==> config.mk <==
export PLATFORM = sky130hd
export DESIGN_NAME = fpAddSub
export DESIGN_NICKNAME = d
export VERILOG_FILES = /design/src/verilog/bfloatPkg.sv /design/src/verilog/fpOpPkg.sv /design/src/verilog/fpAddDecode.sv /design/src/verilog/fpAddExecute.sv /design/src/verilog/fpAddResult.sv /design/src/verilog/fpAddSub.sv
export VERILOG_INCLUDE_DIRS = /design/src /design/src/verilog
export SDC_FILE = /design/constraint.sdc
export NUM_CORES = 1
export LEC_CHECK = 0
export BUFFER_PORTS_ARGS = -buffer_cell sky130_fd_sc_hd__buf_4
export CORE_MARGIN = 2
export CORE_UTILIZATION = 60
export DETAILED_ROUTE_END_ITERATION = 6
export PLACE_DENSITY_LB_ADDON = 0.1
export REMOVE_ABC_BUFFERS = 1
export SLEW_MARGIN = 5
export SYNTH_ARGS = -nofsm -noshare
export SYNTH_HDL_FRONTEND = slang
export SYNTH_SLANG_ARGS = --single-unit
export TNS_END_PERCENT = 50
==> constraint.sdc <==
create_clock -name clk -period 4.9 [get_ports clk]
set_input_delay 0.245 -clock clk [delete_from_list [all_inputs] [get_ports clk]]
set_output_delay 0.245 -clock clk [all_outputs]
set_load 0.01 [all_outputs]
==> src/verilog/fp_config.svh <==
`ifndef FP_CONFIG_SVH
`define FP_CONFIG_SVH

// bfloat16 field widths
`define EXP_WIDTH 8
`define MANT_WIDTH 7    // Stored fraction only, hidden bit not counted

// Biased exponent, all ones is reserved for infinity and NaN
`define EXP_BIAS 127

// Extra bits kept below the fraction during alignment
`define GRS_BITS 3      // Guard, round, sticky

`endif

==> src/verilog/bfloatPkg.sv <==
`default_nettype none
`include "fp_config.svh"

// Number format types for bfloat16
package bfloatPkg;

	// Sign, exponent, fraction
	typedef logic [`EXP_WIDTH+`MANT_WIDTH:0] bf16T;

	typedef logic [`EXP_WIDTH-1:0] expT;        // Biased exponent field

	// One spare bit so overflow past all ones is visible
	typedef logic [`EXP_WIDTH:0] expWideT;

	typedef logic [`MANT_WIDTH:0] sigT;         // Hidden one plus fraction

	// Carry, significand, then guard/round/sticky at the bottom
	typedef logic [`MANT_WIDTH+1+`GRS_BITS:0] sumT;

endpackage

`default_nettype wire

==> src/verilog/fpOpPkg.sv <==
`default_nettype none
`include "fp_config.svh"

// Operation level types shared by the adder stages
package fpOpPkg;

	typedef logic [3:0] flagsT;                 // Overflow, underflow, invalid, inexact
	localparam int FLAG_OVERFLOW = 3;
	localparam int FLAG_UNDERFLOW = 2;
	localparam int FLAG_INVALID = 1;
	localparam int FLAG_INEXACT = 0;

	// Alignment distance, anything past the GRS bits is all sticky
	typedef logic [3:0] shiftT;
	localparam shiftT SHIFT_MAX = shiftT'(`MANT_WIDTH + 1 + `GRS_BITS);

	// Result override picked in decode
	typedef logic [1:0] specialT;
	localparam specialT SPEC_NONE = 2'd0;
	localparam specialT SPEC_QNAN = 2'd1;
	localparam specialT SPEC_INF = 2'd2;
	localparam specialT SPEC_ZERO = 2'd3;

endpackage

`default_nettype wire

==> src/verilog/fpAddDecode.sv <==
`timescale 1ns/1ps
`default_nettype none
`include "fp_config.svh"

module fpAddDecode (
	input  wire clk,
	input  wire reset,
	input  wire inValid,
	output logic inReady,
	input  wire bfloatPkg::bf16T a,
	input  wire bfloatPkg::bf16T b,
	input  wire sub,                        // 1 means a-b
	output logic decValid,
	input  wire decReady,
	output bfloatPkg::sigT bigSig,
	output bfloatPkg::sigT smallSig,
	output bfloatPkg::expT bigExp,
	output fpOpPkg::shiftT shift,
	output logic effSub,
	output logic sign,
	output fpOpPkg::specialT special,
	output logic invalid
);

	localparam int MAG_W = `EXP_WIDTH + `MANT_WIDTH;

	bfloatPkg::expT expA, expB;
	bfloatPkg::expT expSmall, expDiff;
	logic [`MANT_WIDTH-1:0] fracA, fracB;
	logic [MAG_W-1:0] magA, magB;
	bfloatPkg::sigT sigA, sigB;
	logic signA, signB;
	logic zeroA, zeroB, infA, infB, nanA, nanB;
	logic aBig;
	logic nextSign, nextInvalid;
	fpOpPkg::specialT nextSpecial;

	assign expA = a[MAG_W-1 -: `EXP_WIDTH];
	assign expB = b[MAG_W-1 -: `EXP_WIDTH];
	assign fracA = a[`MANT_WIDTH-1:0];
	assign fracB = b[`MANT_WIDTH-1:0];
	assign signA = a[MAG_W];
	assign signB = b[MAG_W] ^ sub;          // Subtract is add of negated b

	// Subnormals count as zero
	assign zeroA = (expA == '0);
	assign zeroB = (expB == '0);
	assign infA = (&expA) & ~(|fracA);
	assign infB = (&expB) & ~(|fracB);
	assign nanA = (&expA) & (|fracA);
	assign nanB = (&expB) & (|fracB);

	assign magA = zeroA ? '0 : a[MAG_W-1:0];
	assign magB = zeroB ? '0 : b[MAG_W-1:0];
	assign sigA = zeroA ? '0 : {1'b1, fracA};
	assign sigB = zeroB ? '0 : {1'b1, fracB};
	assign aBig = (magA >= magB);           // Exponent and fraction compare as one field

	assign expSmall = aBig ? expB : expA;
	assign expDiff = (aBig ? expA : expB) - expSmall;

	always_comb begin
		nextSpecial = fpOpPkg::SPEC_NONE;
		nextInvalid = 1'b0;
		nextSign = aBig ? signA : signB;    // Larger magnitude wins
		if (nanA || nanB) begin
			nextSpecial = fpOpPkg::SPEC_QNAN;
		end else if (infA && infB && (signA ^ signB)) begin
			nextSpecial = fpOpPkg::SPEC_QNAN; // inf - inf
			nextInvalid = 1'b1;
		end else if (infA || infB) begin
			nextSpecial = fpOpPkg::SPEC_INF;
			nextSign = infA ? signA : signB;
		end else if (zeroA && zeroB) begin
			nextSpecial = fpOpPkg::SPEC_ZERO;
			nextSign = signA & signB;       // Only -0 + -0 stays negative
		end
	end

	assign inReady = !decValid || decReady;

	always_ff @(posedge clk) begin
		if (reset) begin
			decValid <= 1'b0;
		end else if (inReady) begin
			decValid <= inValid;
		end
	end

	always_ff @(posedge clk) begin
		if (inValid && inReady) begin
			bigSig <= aBig ? sigA : sigB;
			smallSig <= aBig ? sigB : sigA;
			bigExp <= aBig ? expA : expB;
			shift <= (expDiff > fpOpPkg::SHIFT_MAX) ? fpOpPkg::SHIFT_MAX
				: fpOpPkg::shiftT'(expDiff);
			effSub <= signA ^ signB;
			sign <= nextSign;
			special <= nextSpecial;
			invalid <= nextInvalid;
		end
	end

	// Stalled payload must not move until execute takes it
	assert property (@(posedge clk) disable iff (reset)
		decValid && !decReady |=> decValid && $stable({bigSig, smallSig, bigExp, shift,
		effSub, sign, special, invalid}));

endmodule

`default_nettype wire

==> src/verilog/fpAddExecute.sv <==
`timescale 1ns/1ps
`default_nettype none
`include "fp_config.svh"

module fpAddExecute (
	input  wire clk,
	input  wire reset,
	input  wire decValid,
	output logic decReady,
	input  wire bfloatPkg::sigT bigSig,
	input  wire bfloatPkg::sigT smallSig,
	input  wire bfloatPkg::expT bigExp,
	input  wire fpOpPkg::shiftT shift,
	input  wire effSub,
	input  wire decSign,
	input  wire fpOpPkg::specialT decSpecial,
	input  wire decInvalid,
	output logic exeValid,
	input  wire exeReady,
	output bfloatPkg::sumT sum,
	output bfloatPkg::expT exp,
	output logic sign,
	output fpOpPkg::specialT special,
	output logic invalid
);

	// Significand plus GRS positions
	localparam int ALIGN_W = $bits(bfloatPkg::sigT) + `GRS_BITS;

	logic [2*ALIGN_W-1:0] shifted;          // Upper half kept, lower half lost
	logic [ALIGN_W-1:0] aligned;
	bfloatPkg::sumT bigExt, smallExt, nextSum;
	logic nextSign;

	assign shifted = {smallSig, {`GRS_BITS{1'b0}}, {ALIGN_W{1'b0}}} >> shift;

	// Everything shifted off the end folds into sticky
	assign aligned = {shifted[2*ALIGN_W-1:ALIGN_W+1],
		shifted[ALIGN_W] | (|shifted[ALIGN_W-1:0])};

	assign bigExt = {1'b0, bigSig, {`GRS_BITS{1'b0}}};
	assign smallExt = {1'b0, aligned};

	// Big is never below small, so the difference stays positive
	assign nextSum = effSub ? bigExt - smallExt : bigExt + smallExt;

	// Exact cancellation gives +0
	assign nextSign = (decSpecial == fpOpPkg::SPEC_NONE && nextSum == '0) ? 1'b0 : decSign;

	assign decReady = !exeValid || exeReady;

	always_ff @(posedge clk) begin
		if (reset) begin
			exeValid <= 1'b0;
		end else if (decReady) begin
			exeValid <= decValid;
		end
	end

	always_ff @(posedge clk) begin
		if (decValid && decReady) begin
			sum <= nextSum;
			exp <= bigExp;                  // Normalize fixes it up later
			sign <= nextSign;
			special <= decSpecial;
			invalid <= decInvalid;
		end
	end

	// Decode saturates the distance
	assert property (@(posedge clk) disable iff (reset)
		decValid |-> shift <= fpOpPkg::SHIFT_MAX);

endmodule

`default_nettype wire

==> src/verilog/fpAddResult.sv <==
`timescale 1ns/1ps
`default_nettype none
`include "fp_config.svh"

module fpAddResult (
	input  wire clk,
	input  wire reset,
	input  wire exeValid,
	output logic exeReady,
	input  wire bfloatPkg::sumT sum,
	input  wire bfloatPkg::expT exp,
	input  wire sign,
	input  wire fpOpPkg::specialT special,
	input  wire invalid,
	output logic outValid,
	input  wire outReady,
	output bfloatPkg::bf16T result,
	output fpOpPkg::flagsT flags
);

	localparam int SUM_TOP = $bits(bfloatPkg::sumT) - 1;   // Carry bit position
	localparam bfloatPkg::expWideT EXP_MAX = bfloatPkg::expWideT'(2 * `EXP_BIAS + 1);

	fpOpPkg::shiftT lz;                     // Leading zeros below the carry
	logic [SUM_TOP-1:0] norm;               // Hidden one, fraction, GRS
	bfloatPkg::expWideT expNorm, expRnd;
	logic [`MANT_WIDTH+1:0] rounded;        // Room for a rounding carry
	logic roundUp, expLow, sumZero;
	logic ovf, uf, inexact;
	bfloatPkg::bf16T nextResult;
	fpOpPkg::flagsT nextFlags;

	// Priority encoder, highest set bit wins
	always_comb begin
		lz = fpOpPkg::SHIFT_MAX;
		for (int i = 0; i < SUM_TOP; i++) begin
			if (sum[i]) begin
				lz = fpOpPkg::shiftT'(SUM_TOP - 1 - i);
			end
		end
	end

	always_comb begin
		if (sum[SUM_TOP]) begin
			norm = {sum[SUM_TOP:2], sum[1] | sum[0]};  // Right by one, keep sticky
			expNorm = {1'b0, exp} + 1'b1;
		end else begin
			norm = sum[SUM_TOP-1:0] << lz;
			expNorm = {1'b0, exp} - lz;
		end
	end

	assign sumZero = (sum == '0);
	assign expLow = !sum[SUM_TOP] && ({1'b0, exp} <= lz);    // Would land below 1

	// Round to nearest, ties to even
	assign roundUp = norm[`GRS_BITS-1] & ((|norm[`GRS_BITS-2:0]) | norm[`GRS_BITS]);
	assign rounded = {1'b0, norm[SUM_TOP-1:`GRS_BITS]} + roundUp;
	assign expRnd = expNorm + rounded[`MANT_WIDTH+1];   // 1.111 rounding up to 10.000

	assign uf = !sumZero && expLow;
	assign ovf = !sumZero && !expLow && (expRnd >= EXP_MAX);
	assign inexact = (|norm[`GRS_BITS-1:0]) | ovf | uf;

	always_comb begin
		case (special)
			fpOpPkg::SPEC_QNAN:
				nextResult = {1'b0, {`EXP_WIDTH{1'b1}}, 1'b1, {(`MANT_WIDTH-1){1'b0}}};
			fpOpPkg::SPEC_INF:
				nextResult = {sign, {`EXP_WIDTH{1'b1}}, {`MANT_WIDTH{1'b0}}};
			fpOpPkg::SPEC_ZERO:
				nextResult = {sign, {(`EXP_WIDTH+`MANT_WIDTH){1'b0}}};
			default: begin
				if (ovf) begin
					nextResult = {sign, {`EXP_WIDTH{1'b1}}, {`MANT_WIDTH{1'b0}}};
				end else if (uf || sumZero) begin
					nextResult = {sign, {(`EXP_WIDTH+`MANT_WIDTH){1'b0}}};  // Flush
				end else begin
					nextResult = {sign, expRnd[`EXP_WIDTH-1:0], rounded[`MANT_WIDTH-1:0]};
				end
			end
		endcase
	end

	// Special results are exact
	always_comb begin
		nextFlags = '0;
		nextFlags[fpOpPkg::FLAG_INVALID] = invalid;
		if (special == fpOpPkg::SPEC_NONE) begin
			nextFlags[fpOpPkg::FLAG_OVERFLOW] = ovf;
			nextFlags[fpOpPkg::FLAG_UNDERFLOW] = uf;
			nextFlags[fpOpPkg::FLAG_INEXACT] = inexact;
		end
	end

	assign exeReady = !outValid || outReady;

	always_ff @(posedge clk) begin
		if (reset) begin
			outValid <= 1'b0;
		end else if (exeReady) begin
			outValid <= exeValid;
		end
	end

	always_ff @(posedge clk) begin
		if (exeValid && exeReady) begin
			result <= nextResult;
			flags <= nextFlags;
		end
	end

	// Output held steady under back-pressure
	assert property (@(posedge clk) disable iff (reset)
		outValid && !outReady |=> outValid && $stable(result) && $stable(flags));

endmodule

`default_nettype wire

==> src/verilog/fpAddSub.sv <==
`timescale 1ns/1ps
`default_nettype none
`include "fp_config.svh"

// Three stage bfloat16 add/sub with valid/ready on both sides
module fpAddSub (
	input  wire clk,
	input  wire reset,
	input  wire inValid,
	output logic inReady,
	input  wire bfloatPkg::bf16T a,
	input  wire bfloatPkg::bf16T b,
	input  wire sub,
	output logic outValid,
	input  wire outReady,
	output bfloatPkg::bf16T result,
	output fpOpPkg::flagsT flags
);

	// Decode to execute
	logic decValid, decReady;
	bfloatPkg::sigT bigSig, smallSig;
	bfloatPkg::expT bigExp;
	fpOpPkg::shiftT shift;
	logic effSub, decSign, decInvalid;
	fpOpPkg::specialT decSpecial;

	// Execute to result
	logic exeValid, exeReady;
	bfloatPkg::sumT exeSum;
	bfloatPkg::expT exeExp;
	logic exeSign, exeInvalid;
	fpOpPkg::specialT exeSpecial;

	fpAddDecode decode_i (
		.clk(clk), .reset(reset),
		.inValid(inValid), .inReady(inReady), .a(a), .b(b), .sub(sub),
		.decValid(decValid), .decReady(decReady),
		.bigSig(bigSig), .smallSig(smallSig), .bigExp(bigExp), .shift(shift),
		.effSub(effSub), .sign(decSign), .special(decSpecial), .invalid(decInvalid)
	);

	fpAddExecute execute_i (
		.clk(clk), .reset(reset),
		.decValid(decValid), .decReady(decReady),
		.bigSig(bigSig), .smallSig(smallSig), .bigExp(bigExp), .shift(shift),
		.effSub(effSub), .decSign(decSign), .decSpecial(decSpecial),
		.decInvalid(decInvalid),
		.exeValid(exeValid), .exeReady(exeReady),
		.sum(exeSum), .exp(exeExp), .sign(exeSign), .special(exeSpecial),
		.invalid(exeInvalid)
	);

	fpAddResult result_i (
		.clk(clk), .reset(reset),
		.exeValid(exeValid), .exeReady(exeReady),
		.sum(exeSum), .exp(exeExp), .sign(exeSign), .special(exeSpecial),
		.invalid(exeInvalid),
		.outValid(outValid), .outReady(outReady), .result(result), .flags(flags)
	);

endmodule

`default_nettype wire

# --- Word level (Yosys, flattened, before mapping) ---
# Index checks and enable logic that the tools add are counted.
word_totals:
  regBits: 80
  word_cells: 121
  inputBits: 37
  out_inout_bits: 22
op_classes:
  shift: 2
  n_addsub: 7
  n_lt_le_gt_ge: 4
  bitwise: 15
  eq_ne: 3
  n_mux: 34
  reduce_logical: 37
op_table:
  columns: ["op", "n"]
  rows:
  - ["$mux 15", 4]
  - ["$mux 8", 6]
  - ["$pmux 16 s3", 1]
  - ["$mux 4", 8]
  - ["$logic_not 12->1", 2]
  - ["$shr 22x4->22", 1]
  - ["$logic_not 8->1", 2]
  - ["$reduce_and 8->1", 2]
  - ["$ge 15x15->1", 1]
  - ["$reduce_or 7->1", 2]
  - ["$add 11x11->12", 1]
  - ["$mux 12", 1]
  - ["$sub 11x11->12", 1]
  - ["$logic_and 1x1->1", 11]
  - ["$mux 11", 1]
  - ["$reduce_or 11->1", 1]
  - ["$shl 11x4->11", 1]
  - ["$add 8x1->9", 1]
  - ["$add 8x1->9 const B", 1]
  - ["$add 9x1->9", 1]
  - ["$ge 9x8->1 const B", 1]
  - ["$mux 9", 1]
  - ["$sub 8x4->9", 1]
  - ["$gt 8x4->1 const B", 1]
  - ["other kinds (15)", 49]

# --- Longest topological paths before layout ---
# Gate-level depths: netlist of run 1.
logic_depth:
  depth_word: 22
  mapped_depth: 21
  depth_no_buf: 19

# --- Modules after synthesis ---
# From an unflattened synthesis of run 1, not the netlist that was laid out.
unflattened:
  hier_cells: 846
  area_unflattened_um2: 7440.9
by_module_without_submodules:
  columns: ["mod", "cells_per_inst", "instances", "area_per_inst_um2", "seq_area_each_um2"]
  rows:
  - ["fpAddDecode", 296, 1, 2622.5, 1011.0]
  - ["fpAddExecute", 265, 1, 2467.4, 740.7]
  - ["fpAddResult", 285, 1, 2351.0, 620.6]

# --- Worst setup path before layout of run 1 ---
# OpenSTA, ideal clock, no wires.
synth_path:
  path_kind: "input -> register"
  start: "in b[10]"
  end: "reg decode_i.shift[1] (data pin)"
  path_slack_ps: 433
  n_path_buf: 1
  arrival_ps: 4194
  stages: 18
  setup_ps: 273
  t_required_ps: 4627
  cell_sequence: "clkbuf_1 nor4_1 nand2_1 and2_1 ha_1 nor2b_1 o21ai_0 a21oi_1 o21ai_1 mux2_2 ha_1 or3_1 a21oi_1 mux2i_1 mux2i_1 a211oi_1 and4_1 nand4b_1"
synth_between:
  elab_chain_cells: 6
  elab_cells_between_ends: 7
  cone_classes: "add/sub (1); order compare (2); mux (3); reduce/logical (1)"
synth_rtl:
  columns: ["element", "line", "source"]
  rows:
  - ["start: declaration", "fpAddSub.sv:12", "input wire bfloatPkg::bf16T b,"]
  - ["$logic_not 8->1", "fpAddDecode.sv:47", "assign zeroB = (expB == '0);"]
  - ["$mux 15", "fpAddDecode.sv:54", "assign magB = zeroB ? '0 : b[MAG_W-1:0];"]
  - ["$ge 15x15->1", "fpAddDecode.sv:57", "assign aBig = (magA >= magB);"]
  - ["$mux 8, on equally long branches", "fpAddDecode.sv:60, fpAddDecode.sv:59", null]
  - ["$sub 8x8->8 (*)", "fpAddDecode.sv:60", "assign expDiff = (aBig ? expA : expB) - expSmall;"]
  - ["$gt 8x4->1", "fpAddDecode.sv:95", "shift <= (expDiff > fpOpPkg::SHIFT_MAX) ? fpOpPkg::SHIFT_MAX"]
  - ["end signal: assignment", "fpAddDecode.sv:95", null]
  - ["end: declaration", "fpAddDecode.sv:18", "output fpOpPkg::shiftT shift,"]
# Every way passes the cells marked *; elsewhere a longest branch is shown, timed or not.
# A chain may end at the register's enable or synchronous reset.

# --- Worst setup path in the final report of run 1 ---
layout_path:
  start: "reg execute_i.sum[7]"
  end: "reg result_i.result[1] (data pin)"
layout_between:
  elab_chain_cells: 15
  elab_cells_between_ends: 26
  cone_classes: "add/sub (3); order compare (2); shift (1); mux (9); bitwise (2); reduce/logical (9)"
layout_rtl:
  columns: ["element", "line", "source"]
  rows:
  - ["start: declaration", "fpAddExecute.sv:20", "output bfloatPkg::sumT sum,"]
  - ["start signal: assignment", "fpAddExecute.sv:62", "sum <= nextSum;"]
  - ["$mux 4 (4 in series)", "fpAddResult.sv:37", "if (sum[i]) begin"]
  - ["$shl 11x4->11", "fpAddResult.sv:48", "norm = sum[SUM_TOP-1:0] << lz;"]
  - ["$mux 11", "fpAddResult.sv:44", "if (sum[SUM_TOP]) begin"]
  - ["$reduce_or 2->1", "fpAddResult.sv:57", "assign roundUp = norm[`GRS_BITS-1] & ((|norm[`GRS_BITS-2:0]) | norm[`GRS_BITS]);"]
  - ["$or 1x1->1", "fpAddResult.sv:57", null]
  - ["$and 1x1->1", "fpAddResult.sv:57", null]
  - ["$add 8x1->9", "fpAddResult.sv:58", "assign rounded = {1'b0, norm[SUM_TOP-1:`GRS_BITS]} + roundUp;"]
  - ["$add 9x1->9", "fpAddResult.sv:59", "assign expRnd = expNorm + rounded[`MANT_WIDTH+1];"]
  - ["$ge 9x8->1", "fpAddResult.sv:62", "assign ovf = !sumZero && !expLow && (expRnd >= EXP_MAX);"]
  - ["$logic_and 1x1->1", "fpAddResult.sv:62", null]
  - ["$mux 15 (*)", "fpAddResult.sv:74", "if (ovf) begin"]
  - ["$pmux 16 s3 (*)", "fpAddResult.sv:66", "case (special)"]
  - ["net result_i.nextResult[1]", "fpAddResult.sv:30", "bfloatPkg::bf16T nextResult;"]
  - ["end signal: assignment", "fpAddResult.sv:108", "result <= nextResult;"]
  - ["end: declaration", "fpAddResult.sv:17", "output bfloatPkg::bf16T result,"]
# The timed path passes the listed nets; every way through them passes the cells marked *.

==> metrics.md, run 1 <==
| Metric | Value |
|---|---|
| Overflow left after global routing | `0` |
| Post-cts hold buffer count | `0` |
| Unique cell type count in the Yosys netlist | `between 80 and 90` |
| Clock Path Buffers | `2` |
| Post-route insts no fill | `~1000` |
| First-pass GRT wire length | `approximately 30000 µm` |
| Setup Slack @ Placement | `205 ps` |
| Sequential share of power | `around 37%` |
| Routed metal-1 wirelength | `~7500 µm` |
| GRT Util Overall | `approximately 28%` |
| Post-synth EDFFs | `just under 80` |
| RePlAce Congestion | `around 0.94` |
| Syn avg cell area | `between 8 and 9 µm²` |
| Antenna Nets Post-Route | `0` |
| DIE HEIGHT | `114 µm` |
| Maximum vdd drop | `0.000192 V` |
| Hold WC Path Type | `primary input to flip-flop` |
| Initial Util | `62.2%` |
| P_int | `roughly 0.0016 W` |
| IO Count | `between 50 and 60` |
| Slew Limit Fails | `0` |
| Area growth, synth to finish | `14.9%` |
| Clock-pin slew on the worst setup and hold paths | `60 ps` |
| Placed Area | `a little under 0.008 mm²` |
| Logic pwr share | `between 30% and 40%` |
| RSZ-0062 raised after global routing | `false` |
| Most common cell after layout, fill and taps aside | `buf_4` |
| Port buffer count | `slightly below 60` |
| Worst EP arrival | `between 4000 and 5000 ps` |
| Diodes inserted | `0` |
| Setup-failing EPs final | `0` |
| DRC errors left | `0` |
| Post-synthesis sequential area ratio | `between 30% and 40%` |
| Clock Power Share | `27.9%` |
| DRT Wirelength | `17900 µm` |
| Final min period | `4610 ps` |
| Kind of critical path | `flip-flop to flip-flop` |
| Clock sinks | `80` |
| Worst-Margin Slew | `around 1200 ps` |
| Slew margin rel. | `between 20% and 30%` |
| DR top layer | `met4` |
| Critical path's slowest cell | `edfxtp_1` |
| Clk_lat worst skew | `between 300 and 400 ps` |
| Nets | `between 900 and 1000` |
| Hpwl dp | `approximately 14000 µm` |
| Fmax | `around 220 MHz` |
| Period utilization | `between 90% and 100%` |
| # rows | `39` |
| Lkg Pwr | `roughly 3.4 nW` |
| Post-route setup slack | `roughly 290 ps` |
| DR iter-0 viols | `between 600 and 700` |
| Vias in the first global route | `6158` |
| Design Area, Final | `about 0.0083 mm²` |
| Wire per inst | `~17 µm` |
| CP top delay family | `simple AND/OR/NAND/NOR gates` |
| Met3 wire len | `899 µm` |
| DR vias | `6505` |
| Max_cap viols | `0` |
| Core box area | `about 0.012 mm²` |
| CTS H-tree depth | `3` |
| Buffer and inverter count on the worst path | `2` |
| Root Driver | `clkbuf_16` |
| Critical path endpoint category | `flip-flop` |
| Post-Syn Instances | `slightly above 800` |
| Via/cell ratio | `roughly 6.3` |
| Synth Flop Type | `edfxtp_1` |
| Post-Place Cells | `996` |
| Synth warnings | `0` |
| TritonCTS Buffers | `9` |
| CP Max Fanout | `6` |
| Async SR Flop Fraction | `0%` |
| Die W | `114 µm` |
| Startpoint types | `flip-flop` |
| Worst Path Required | `5010 ps` |
| Drt pass-1 iters | `5` |
| NetSw | `around 0.00083 W` |
| Sw frac | `approximately a third` |
| Post-Syn Area | `0.00719 mm²` |
| Die area | `around 0.013 mm²` |
| Synthesized flop and latch total | `80` |
| Fill cells | `about 850` |
| Met2 Wirelength | `~9000 µm` |
| Power density cells | `between 200 and 300 mW/mm²` |
| Most frequent cells in the layout | `buf_4, nand2_1, edfxtp_1, nor2_1, inv_1` |
| Largest net degree at the start of global routing | `37` |
| Initial antenna violation count | `0` |
| Most used cell along the critical path | `ha_1` |
| Fin. Hold Viols | `0` |
| Slowest cell delay on critical path | `approximately 420 ps` |
| Status | `complete, no violations` |
| Post-Route Skew | `~10 ps` |
| Worst-path cell chain | `buf_4, nor2b_1, o21ai_1, buf_4, o211ai_1, o211ai_1, a211oi_2, nor2_1, ha_1, o311ai_1, nor4_1, and2_1, ha_1, ha_1, and3_2, and4_1, o2111ai_2, and2_1, and3_1` |
| Layout cell share with drive strength beyond 1 | `roughly 17%` |
| FF-to-FF setup slack | `around 290 ps` |
| CTS tree | `yes` |
==> Yosys cell counts, types with 4 or more instances <==
master,number,area (µm²)
nor2b_1,18,113
o21ai_0,50,250
a211oi_1,9,67.6
ha_1,48,601
inv_1,51,191
a21boi_0,4,30.0
nor4_1,10,62.6
nor3b_1,4,30.0
a211o_1,4,35.0
xor2_1,15,131
and3_1,9,56.3
nand3_1,15,75.1
o31a_1,5,43.8
or3_1,4,25.0
o21a_1,4,30.0
nor2_1,65,244
a221oi_1,4,35.0
buf_2,6,30.0
mux2i_1,29,290
o22ai_1,4,25.0
o211ai_1,10,75.1
edfxtp_1,77,2310
or4_1,4,30.0
clkbuf_1,35,131
nand2_1,87,327
xnor2_1,27,236
and4_1,5,43.8
mux2_2,4,45.0
a32oi_1,4,35.0
and2_1,15,93.8
o31ai_1,10,75.1
o21bai_1,4,30.0
nand2b_1,11,68.8
a21o_1,13,97.6
a31oi_1,13,81.3
a21oi_1,41,205
nand4_1,8,50.1
nor3_1,20,100
==> final timing paths <==
check,start,to,cells after the start
setup / recovery,execute_i.sum[7]$_DFFE_PP_,result_i.result[1]$_DFFE_PP_,19
hold reg to reg,decode_i.bigExp[1]$_DFFE_PP_,execute_i.exp[1]$_DFFE_PP_,0
hold / removal,reset,result_i.outValid$_SDFFE_PP0P_,2
setup reg to reg,execute_i.sum[7]$_DFFE_PP_,result_i.result[1]$_DFFE_PP_,19
==> stage by stage <==
| step | TNS [ps] | power [W] | util, % | hold slack, ps |
|---|---|---|---|---|
| after floorplan | -659 | 0.00146 | - | 314 |
| after global placement | 0 | 0.00168 | 67.2 | 401 |
| after detailed placement | 0 | 0.00170 | 67.2 | 405 |
| after CTS | 0 | 0.00238 | 69.8 | 67.1 |
| after global routing | 0 | 0.00256 | 71.5 | 79.1 |
| final | 0 | 0.00243 | 71.5 | 71.7 |
==> routing by layer <==
metal	up-vias	GRT usage, %
met5	-	0
met4	0	9.27
met3	53	5.26
met2	244	50.3
met1	3053	34.4
li1	3155	-
==> cell type report <==
cell class / count / area, µm² / area share, %
sequential: 80 / 2370 / 28.7
tap: 143 / 179 / 2.17
clock buffer: 9 / 225 / 2.73
clock inverter: 7 / 76.3 / 0.924
timing repair buffer: 92 / 691 / 8.36
inverter: 53 / 199 / 2.41
multi-input combinational: 644 / 4520 / 54.7
==> flip-flops by register name, summed over array words and instances, names as in the netlist, 2 cells and up <==
signal / count
decode_i.bigExp: 8
decode_i.bigSig: 8
decode_i.shift: 4
decode_i.smallSig: 8
decode_i.special: 2
execute_i.exp: 8
execute_i.special: 2
execute_i.sum: 12
result_i.flags: 4
result_i.result: 16
==> timing repair <==
item | CTS | global route
buffers inserted | 0 | 16
endpoints found under the setup margin | 0 | 15
gates resized for setup | 0 | 16
==> power groups by stage <==
stage	Clock, W	Combinational, W	Sequential (W)
after floorplan	0	0.000552	0.000907
after global placement	0	0.000760	0.000917
after detailed placement	0	0.000780	0.000920
after CTS	0.000686	0.000786	0.000905
after global routing	0.000706	0.000938	0.000911
final	0.000677	0.000851	0.000902
==> kinds of logic after synthesis <==
kind of cell             count (synthesis)  synth area share, %
multiplexers                            39                 6.12
adder cells (fa/ha/maj)                 52                 9.18
flip-flops                              80                 33.0
buffers and inverters                   98                 5.48
AO/OA/AOI/OAI                          221                 21.1
XOR/XNOR                                42                 5.11
AND/OR/NAND/NOR                        290                 20.1
No activity file was read; power rests on OpenSTA's default activity.
==> run 2: changes to the inputs <==
--- a/config.mk
+++ b/config.mk
@@ -6,7 +6,7 @@
 export SDC_FILE = /design/constraint.sdc
 export NUM_CORES = 1
 export LEC_CHECK = 0
-export BUFFER_PORTS_ARGS = -buffer_cell sky130_fd_sc_hd__buf_4
+export BUFFER_PORTS_ARGS = -buffer_cell sky130_fd_sc_hd__buf_2
 export CORE_MARGIN = 2
 export CORE_UTILIZATION = 60
 export DETAILED_ROUTE_END_ITERATION = 6
==> constraint.sdc (replaced) <==
create_clock -name clk -period 5.8 [get_ports clk]
set_input_delay 0.29 -clock clk [delete_from_list [all_inputs] [get_ports clk]]
set_output_delay 0.29 -clock clk [all_outputs]
set_load 0.01 [all_outputs]
==> run 2 against run 1 <==
  * Cell area shrank 4.6%
  * Via count shrank 1.4%
  * Worst hold slack gained 66 ps
  * Clock power shrank 3%
  * Count of clock-buffer cells in the layout is the same
  * Worst setup slack gained 490 ps
  * Clock skew shrank 1.2 ps
  * Critical path depth shrank 1
  * Largest power group unchanged
  * Routed wire length shrank 2.1%
  * Non-clock buffer count shrank 29
==> metrics.md, run 2 (synthesis gave the netlist of run 1 again) <==
| Metric | Value |
|---|---|
| Status | `complete, no violations` |
| DRC errors left | `0` |
| Hold WC Path Type | `primary input to flip-flop` |
| DRT Wirelength | `17500 µm` |
| Die area | `0.0129 mm²` |
| Logic pwr share | `approximately 31%` |
| Hold endpoint | `result_i.outValid$_SDFFE_PP0P_` |
| Hpwl dp | `13600 µm` |
| Most common cell after layout, fill and taps aside | `nand2_1` |
| Post-Route Skew | `9.30 ps` |
| Worst EP arrival | `between 5000 and 6000 ps` |
| Die W | `~110 µm` |
| Clock sinks | `80` |
| CTS tree | `yes` |
| DR iter-0 viols | `545` |
| GRT Util Overall | `between 20% and 30%` |
| RSZ-0062 raised after global routing | `false` |
| Fin. Hold Viols | `0` |
| Post-route setup slack | `about 780 ps` |
| Port buffer count | `58` |
| Nets | `938` |
| RePlAce Congestion | `about 0.94` |
| Drt pass-1 iters | `6` |
| Placed Area | `0.00753 mm²` |
| CTS H-tree depth | `3` |
| Fmax | `roughly 200 MHz` |
| Hold Crit Depth | `2` |
| TritonCTS Buffers | `9` |
| IO Count | `between 50 and 60` |
| Maximum vdd drop | `about 0.00018 V` |
| Overflow left after global routing | `0` |
| Worst hold slack | `between 100 and 150 ps` |
| Clock-pin slew on the worst setup and hold paths | `~60 ps` |
| Worst Setup SP | `b[10]` |
| Lkg Pwr | `about 3.2 nW` |
| Setup TNS | `0 ps` |
| Core box area | `about 0.012 mm²` |
| Power density cells | `around 260 mW/mm²` |
| P_int | `0.00139 W` |
| Period utilization | `roughly 87%` |
| DR vias | `6417` |
| Slew Limit Fails | `0` |
| Initial antenna violation count | `0` |
| Fill cells | `about 930` |
| Worst-Margin Slew | `between 1000 and 1500 ps` |
| Reg2Reg Depth | `17` |
| Wire per inst | `between 15 and 20 µm` |
| Register with the most flip-flops | `result_i.result` |
| Sequential share of power | `between 30% and 40%` |
| Number of flip-flops in the largest register | `16` |
| Post-cts hold buffer count | `0` |
| Setup-failing EPs final | `0` |
| Clock Path Buffers | `2` |
| RR Endpoint | `result_i.result[11]$_DFFE_PP_` |
| Initial Util | `62.2%` |
| CP Max Fanout | `16` |
| Root Driver | `clkbuf_16` |
| Largest net degree at the start of global routing | `37` |
| First-pass GRT wire length | `a little under 30000 µm` |
| Clock Power Share | `around a third` |
| FF-to-FF setup slack | `between 900 and 1000 ps` |
| Antenna Nets Post-Route | `0` |
| Setup Slack @ Placement | `roughly 550 ps` |
| Area growth, synth to finish | `9.53%` |
| Clk_lat worst skew | `between 300 and 400 ps` |
| Kind of critical path | `primary input to flip-flop` |
| Final min period | `between 5000 and 6000 ps` |
| DIE HEIGHT | `between 100 and 150 µm` |
| Post-CTS Setup Inserts | `0` |
| Layout cell share with drive strength beyond 1 | `between 10 and 15%` |
| Max_cap viols | `0` |
| Sw frac | `approximately a third` |
| Diodes inserted | `0` |
| Via/cell ratio | `~6.4` |
| Slew margin rel. | `20.7%` |
| Design Area, Final | `between 0.007 and 0.008 mm²` |
| Min-delay src | `reset` |
| Most frequent cells in the layout | `nand2_1, edfxtp_1, nor2_1, buf_2, inv_1` |
| Critical path endpoint category | `flip-flop` |
| NetSw | `between 0.0006 and 0.0007 W` |
| Post_cts resized | `0` |
| Startpoint types | `primary input` |
| Largest regs | `result_i.result: 16 flops, execute_i.sum: 12 flops` |
| # rows | `39` |
| Worst Path Required | `around 6000 ps` |
| Vias in the first global route | `6255` |
| RR Startpoint | `execute_i.sum[1]$_DFFE_PP_` |
run 2: changes by cell type in the layout (fill, tap and decap cells not counted), moves of 2 or more:
cell	delta
nor2_2	-3
buf_2	+58
nor2_1	+3
bufinv_16	+2
clkinv_2	-2
buf_4	-87
run 2: worst max-delay path by stage:
| stage | endpoint | cells after the start |
|---|---|---|
| 2_1_floorplan | decode_i.shift[1]$_SDFFCE_PN1P_ | 17 |
| 3_3_place_gp | decode_i.shift[0]$_SDFFCE_PN1P_ | 18 |
| 3_5_place_dp | decode_i.shift[0]$_SDFFCE_PN1P_ | 18 |
| 4_1_cts | decode_i.shift[0]$_SDFFCE_PN1P_ | 18 |
| 5_1_grt | decode_i.shift[1]$_SDFFCE_PN1P_ | 18 |
| 6_report | decode_i.shift[1]$_SDFFCE_PN1P_ | 18 |
run 2: through the flow:
stage,util (%),std cells,power [W]
5_1_grt,68.1,999,0.00218
6_report,68.1,999,0.00208
2_1_floorplan,-,777,0.00123
4_1_cts,68.1,999,0.00208
3_3_place_gp,65.1,983,0.00140
3_5_place_dp,65.1,983,0.00142
run 2: final cells by class:
type                       count  area (µm²)  share of cell area, %
clock buffer                   9         225                   2.86
sequential                    80        2370                   30.1
tap                          143         179                   2.27
timing repair buffer          63         328                   4.16
inverter                      53         199                   2.52
multi-input combinational    644        4450                   56.5
clock inverter                 7         126                   1.60
run 2: power groups by stage:
stage                     logic, W  clock network, W  registers, W
final                     0.000647          0.000659      0.000777
after global routing      0.000715          0.000687      0.000784
after floorplan           0.000467                 0      0.000766
after global placement    0.000617                 0      0.000783
after detailed placement  0.000632                 0      0.000786
after CTS                 0.000637          0.000666      0.000774
run 2: layer usage:
layer | GRT usage (%) | part of all wire [%] | vias to the layer above
met1 | 32.9 | 41 | 2981
met2 | 50.0 | 50 | 292
met4 | 12.0 | 3.2 | 0
met3 | 4.89 | 6.0 | 54
li1 | - | - | 3090
met5 | 0 | 0 | -
run 2: worst max-delay path, cell delays in order:
cell and delay, ps:
buf_2 200, nor4_1 680, nand2_1 370, and2_1 300
ha_1 290, nor2b_1 130, o21ai_0 110, a21oi_1 400
o21ai_2 130, mux2_2 300, ha_1 270, or3_1 360
a21oi_1 170, mux2i_1 140, mux2i_1 160, a211oi_1 230
and4_1 310, nand4b_1 200
==> run 3: changes to the inputs <==
--- a/config.mk
+++ b/config.mk
@@ -15,5 +15,6 @@
 export SLEW_MARGIN = 5
 export SYNTH_ARGS = -nofsm -noshare
 export SYNTH_HDL_FRONTEND = slang
+export SYNTH_HIERARCHICAL = 1
 export SYNTH_SLANG_ARGS = --single-unit
 export TNS_END_PERCENT = 50
==> constraint.sdc (replaced) <==
create_clock -name clk -period 6.3 [get_ports clk]
set_input_delay 0.315 -clock clk [delete_from_list [all_inputs] [get_ports clk]]
set_output_delay 0.315 -clock clk [all_outputs]
set_load 0.01 [all_outputs]
==> run 3 against run 2 <==
  * Area after synthesis up 3.4%
  * Global-route usage is 0.57 points lower
  * Clock skew is 2.0 ps lower
  * Die area is 3.3% higher
  * Utilization shrank 1.8 points
  * Final cell count rose by 4.7%
  * Via count up 1.8%
  * Non-clock buffer count fell by 3
  * Count of clock-buffer cells in the layout stayed put
  * Critical endpoint is now result_i/result[6]$_DFFE_PP_
  * Cell area up 1.5%
  * Largest cell class unchanged
  * Critical path depth down 1
  * Sequential power decreased by 13%
==> metrics.md, run 3 <==
| Metric | Value |
|---|---|
| Sw frac | `approximately a third` |
| Register with the most flip-flops | `result_i/result` |
| Nets | `960` |
| Synth warnings | `6` |
| DR iter-0 viols | `roughly 640` |
| Synth cell count leaders | `nand2_1, edfxtp_1, nor2_1, inv_1, o21ai_0` |
| Worst Path Required | `~6500 ps` |
| CTS H-tree depth | `3` |
| Setup TNS | `0 ps` |
| Post-CTS Setup Inserts | `0` |
| RePlAce Congestion | `0.996` |
| Core box area | `around 0.012 mm²` |
| Maximum vdd drop | `~0.00016 V` |
| Slowest cell delay on critical path | `around 600 ps` |
| Kind of critical path | `flip-flop to flip-flop` |
| Largest family of logic cells by synthesized area | `simple AND/OR/NAND/NOR gates` |
| Lkg Pwr | `between 3 and 4 nW` |
| P_int | `between 0.001 and 0.0015 W` |
| XOR/XNOR Fraction of Synth Area | `under 10%` |
| Post-Syn Instances | `approximately 850` |
| Critical path's slowest cell | `edfxtp_1` |
| Layout cell share with drive strength beyond 1 | `around 15%` |
| Most frequent cell after synthesis | `nand2_1` |
| # rows | `40` |
| Leading area contributor after synthesis | `edfxtp_1` |
| Final min period | `about 4800 ps` |
| Setup-failing EPs final | `0` |
| Hold endpoint | `result_i/outValid$_SDFFE_PP0N_` |
| Synth Flop Type | `edfxtp_1` |
| DRC errors left | `0` |
| Overflow left after global routing | `0` |
| Wire per inst | `16.8 µm` |
| Worst EP arrival | `~5000 ps` |
| Met1 usage | `37.0%` |
| RR Endpoint | `result_i/result[6]$_DFFE_PP_` |
| Post_cts resized | `0` |
| RR Startpoint | `execute_i/sum[8]$_DFFE_PP_` |
| IO Count | `between 50 and 60` |
| DR vias | `about 6500` |
| Hold WC Path Type | `primary input to flip-flop` |
| Die area | `0.0133 mm²` |
| Busiest grt layer | `met2` |
| Final Util | `between 60% and 70%` |
| FF-to-FF setup slack | `1450 ps` |
| Number of flip-flops in the largest register | `16` |
| Clock-pin slew on the worst setup and hold paths | `about 60 ps` |
| Status | `complete, no violations` |
| Sequential share of power | `approximately two fifths` |
| Logic pwr share | `27.0%` |
| Post-Syn Area | `0.00744 mm²` |
| Initial Util | `61.7%` |
| Drt pass-1 iters | `5` |
| Area growth, synth to finish | `7.48%` |
| Hold Crit Depth | `2` |
| Area contributors post-synth | `edfxtp_1, ha_1, nand2_1` |
| Fmax | `around 210 MHz` |
| DRT Wirelength | `approximately 18000 µm` |
| Most used cell along the critical path | `ha_1` |
| GRT met3 Usage | `under 10%` |
| Period utilization | `approximately three quarters` |
| Async SR Flop Fraction | `0%` |
| RSZ-0062 raised after global routing | `false` |
| Vias in the first global route | `slightly above 6000` |
| Largest net degree at the start of global routing | `62` |
| Critical path endpoint category | `flip-flop` |
| Worst-path cell chain | `nor4b_1, nor2_1, a211o_1, o22ai_1, nand2_1, o21ai_0, ha_1, and2_1, nand4_2, a21oi_2, ha_1, ha_1, nand4b_1, xnor2_1, o2111ai_1, nand4b_1, o32ai_2` |
| Diodes inserted | `0` |
| Post-Synth Simple-Gate Area | `between 20 and 25%` |
| Power density cells | `slightly above 200 mW/mm²` |
| Most common cell after layout, fill and taps aside | `nand2_1` |
| Clock Power Share | `roughly a third` |
| Design Area, Final | `0.00800 mm²` |
| Slew margin rel. | `roughly 31%` |
| Max_cap viols | `0` |
| Root Driver | `clkbuf_16` |
| Syn avg cell area | `8.80 µm²` |
| Min-delay src | `reset` |
| Largest regs | `result_i/result: 16 flops, execute_i/sum: 12 flops` |
| NetSw | `between 0.0005 and 0.0006 W` |
| Via/cell ratio | `around 6.2` |
| Clock sinks | `80` |
| Port buffer count | `just under 60` |
| Post-cts hold buffer count | `0` |
| Post-synth EDFFs | `77` |
| Worst-Margin Slew | `just over 1000 ps` |
| Clk_lat worst skew | `340 ps` |
| Post-synthesis sequential area ratio | `between 30% and 40%` |
| Die W | `~120 µm` |
| Post-synthesis compound-gate area fraction | `21.3%` |
| Fin. Hold Viols | `0` |
| Slew Limit Fails | `0` |
| CP Max Fanout | `14` |
| GRT Util Overall | `a little over a quarter` |
| Synthesized flop and latch total | `80` |
| CTS tree | `yes` |
| Most frequent cells in the layout | `nand2_1, edfxtp_1, nor2_1, inv_1, buf_2` |
| Placed Area | `around 0.0077 mm²` |
| DIE HEIGHT | `115 µm` |
| Initial antenna violation count | `0` |
| Antenna Nets Post-Route | `0` |
| First-pass GRT wire length | `~29000 µm` |
| TritonCTS Buffers | `9` |
| Multiplexer share of the synthesized area | `approximately 4.5%` |
| Clock Path Buffers | `2` |
| Post-Route Skew | `approximately 7.3 ps` |
| Unique cell type count in the Yosys netlist | `between 100 and 150` |
| Hpwl dp | `13600 µm` |
| Post-synth top area share | `a little under a third` |
| Met2 Usage GRT | `about 45%` |
| Startpoint types | `flip-flop` |
| Reg2Reg Depth | `17` |
| Adder-Cell Fraction of Synth Area | `8.91%` |
run 3: area by class of cell:
type	count	area [µm²]
clock buffers	9	225
flip-flops and latches	80	2370
fillers	983	4060
well taps	168	210
inverters	64	245
repair buffers	60	305
clock inverters	7	77.6
multi-input cells	658	4560
run 3: stage by stage:
stage	std cells	power, W	setup slack (ps)	hold slack (ps)
detailed placement	1030	0.00112	1550	407
global placement	1030	0.00110	1630	403
floorplan	802	0.000994	1560	384
global route	1046	0.00172	1060	150
finish	1046	0.00163	1450	154
CTS	1046	0.00164	1590	142
run 3: per-layer routing:
layer	routed length [µm]	share of wire, %
met3	1010	5.8
met5	0	0
met2	8230	47
met4	438	2.5
met1	7850	45
run 3: worst max-delay path by stage:
stage | slack (ps) | startpoint | endpoint | depth (start not counted)
floorplan | 1560 | b[7] | decode_i/shift[0]$_SDFFCE_PN1P_ | 18
global placement | 1630 | b[7] | decode_i/shift[0]$_SDFFCE_PN1P_ | 19
detailed placement | 1550 | b[7] | decode_i/shift[1]$_SDFFCE_PN1P_ | 19
CTS | 1590 | execute_i/sum[8]$_DFFE_PP_ | result_i/result[6]$_DFFE_PP_ | 17
global route | 1060 | execute_i/sum[8]$_DFFE_PP_ | result_i/result[6]$_DFFE_PP_ | 17
finish | 1450 | execute_i/sum[8]$_DFFE_PP_ | result_i/result[6]$_DFFE_PP_ | 17
run 3: power groups by stage:
stage / clock network, W / logic [W] / registers, W
final: 0.000516 / 0.000440 / 0.000677
after global placement: 0 / 0.000419 / 0.000685
after global routing: 0.000546 / 0.000489 / 0.000682
after floorplan: 0 / 0.000320 / 0.000674
after detailed placement: 0 / 0.000431 / 0.000687
after CTS: 0.000528 / 0.000433 / 0.000675
run 3: logic make-up (layout without fill, tap and decap cells):
group | after synthesis | count (layout)
flip-flops | 80 | 80
AND/OR/NAND/NOR | 326 | 326
multiplexers | 29 | 29
adder cells (fa/ha/maj) | 52 | 52
AO/OA/AOI/OAI | 219 | 219
buffers and inverters | 108 | 140
XOR/XNOR | 32 | 32
run 3: worst max-delay path: cells and delay by family, from the launching register on:
kind / cells / cell delay [ps]
AOI/OAI and AO/OA: 6 / 1630
xor gates and xnor gates: 1 / 200
adders and majority gates: 3 / 760
DFF: 1 / 590
and+or+nand+nor: 7 / 1490
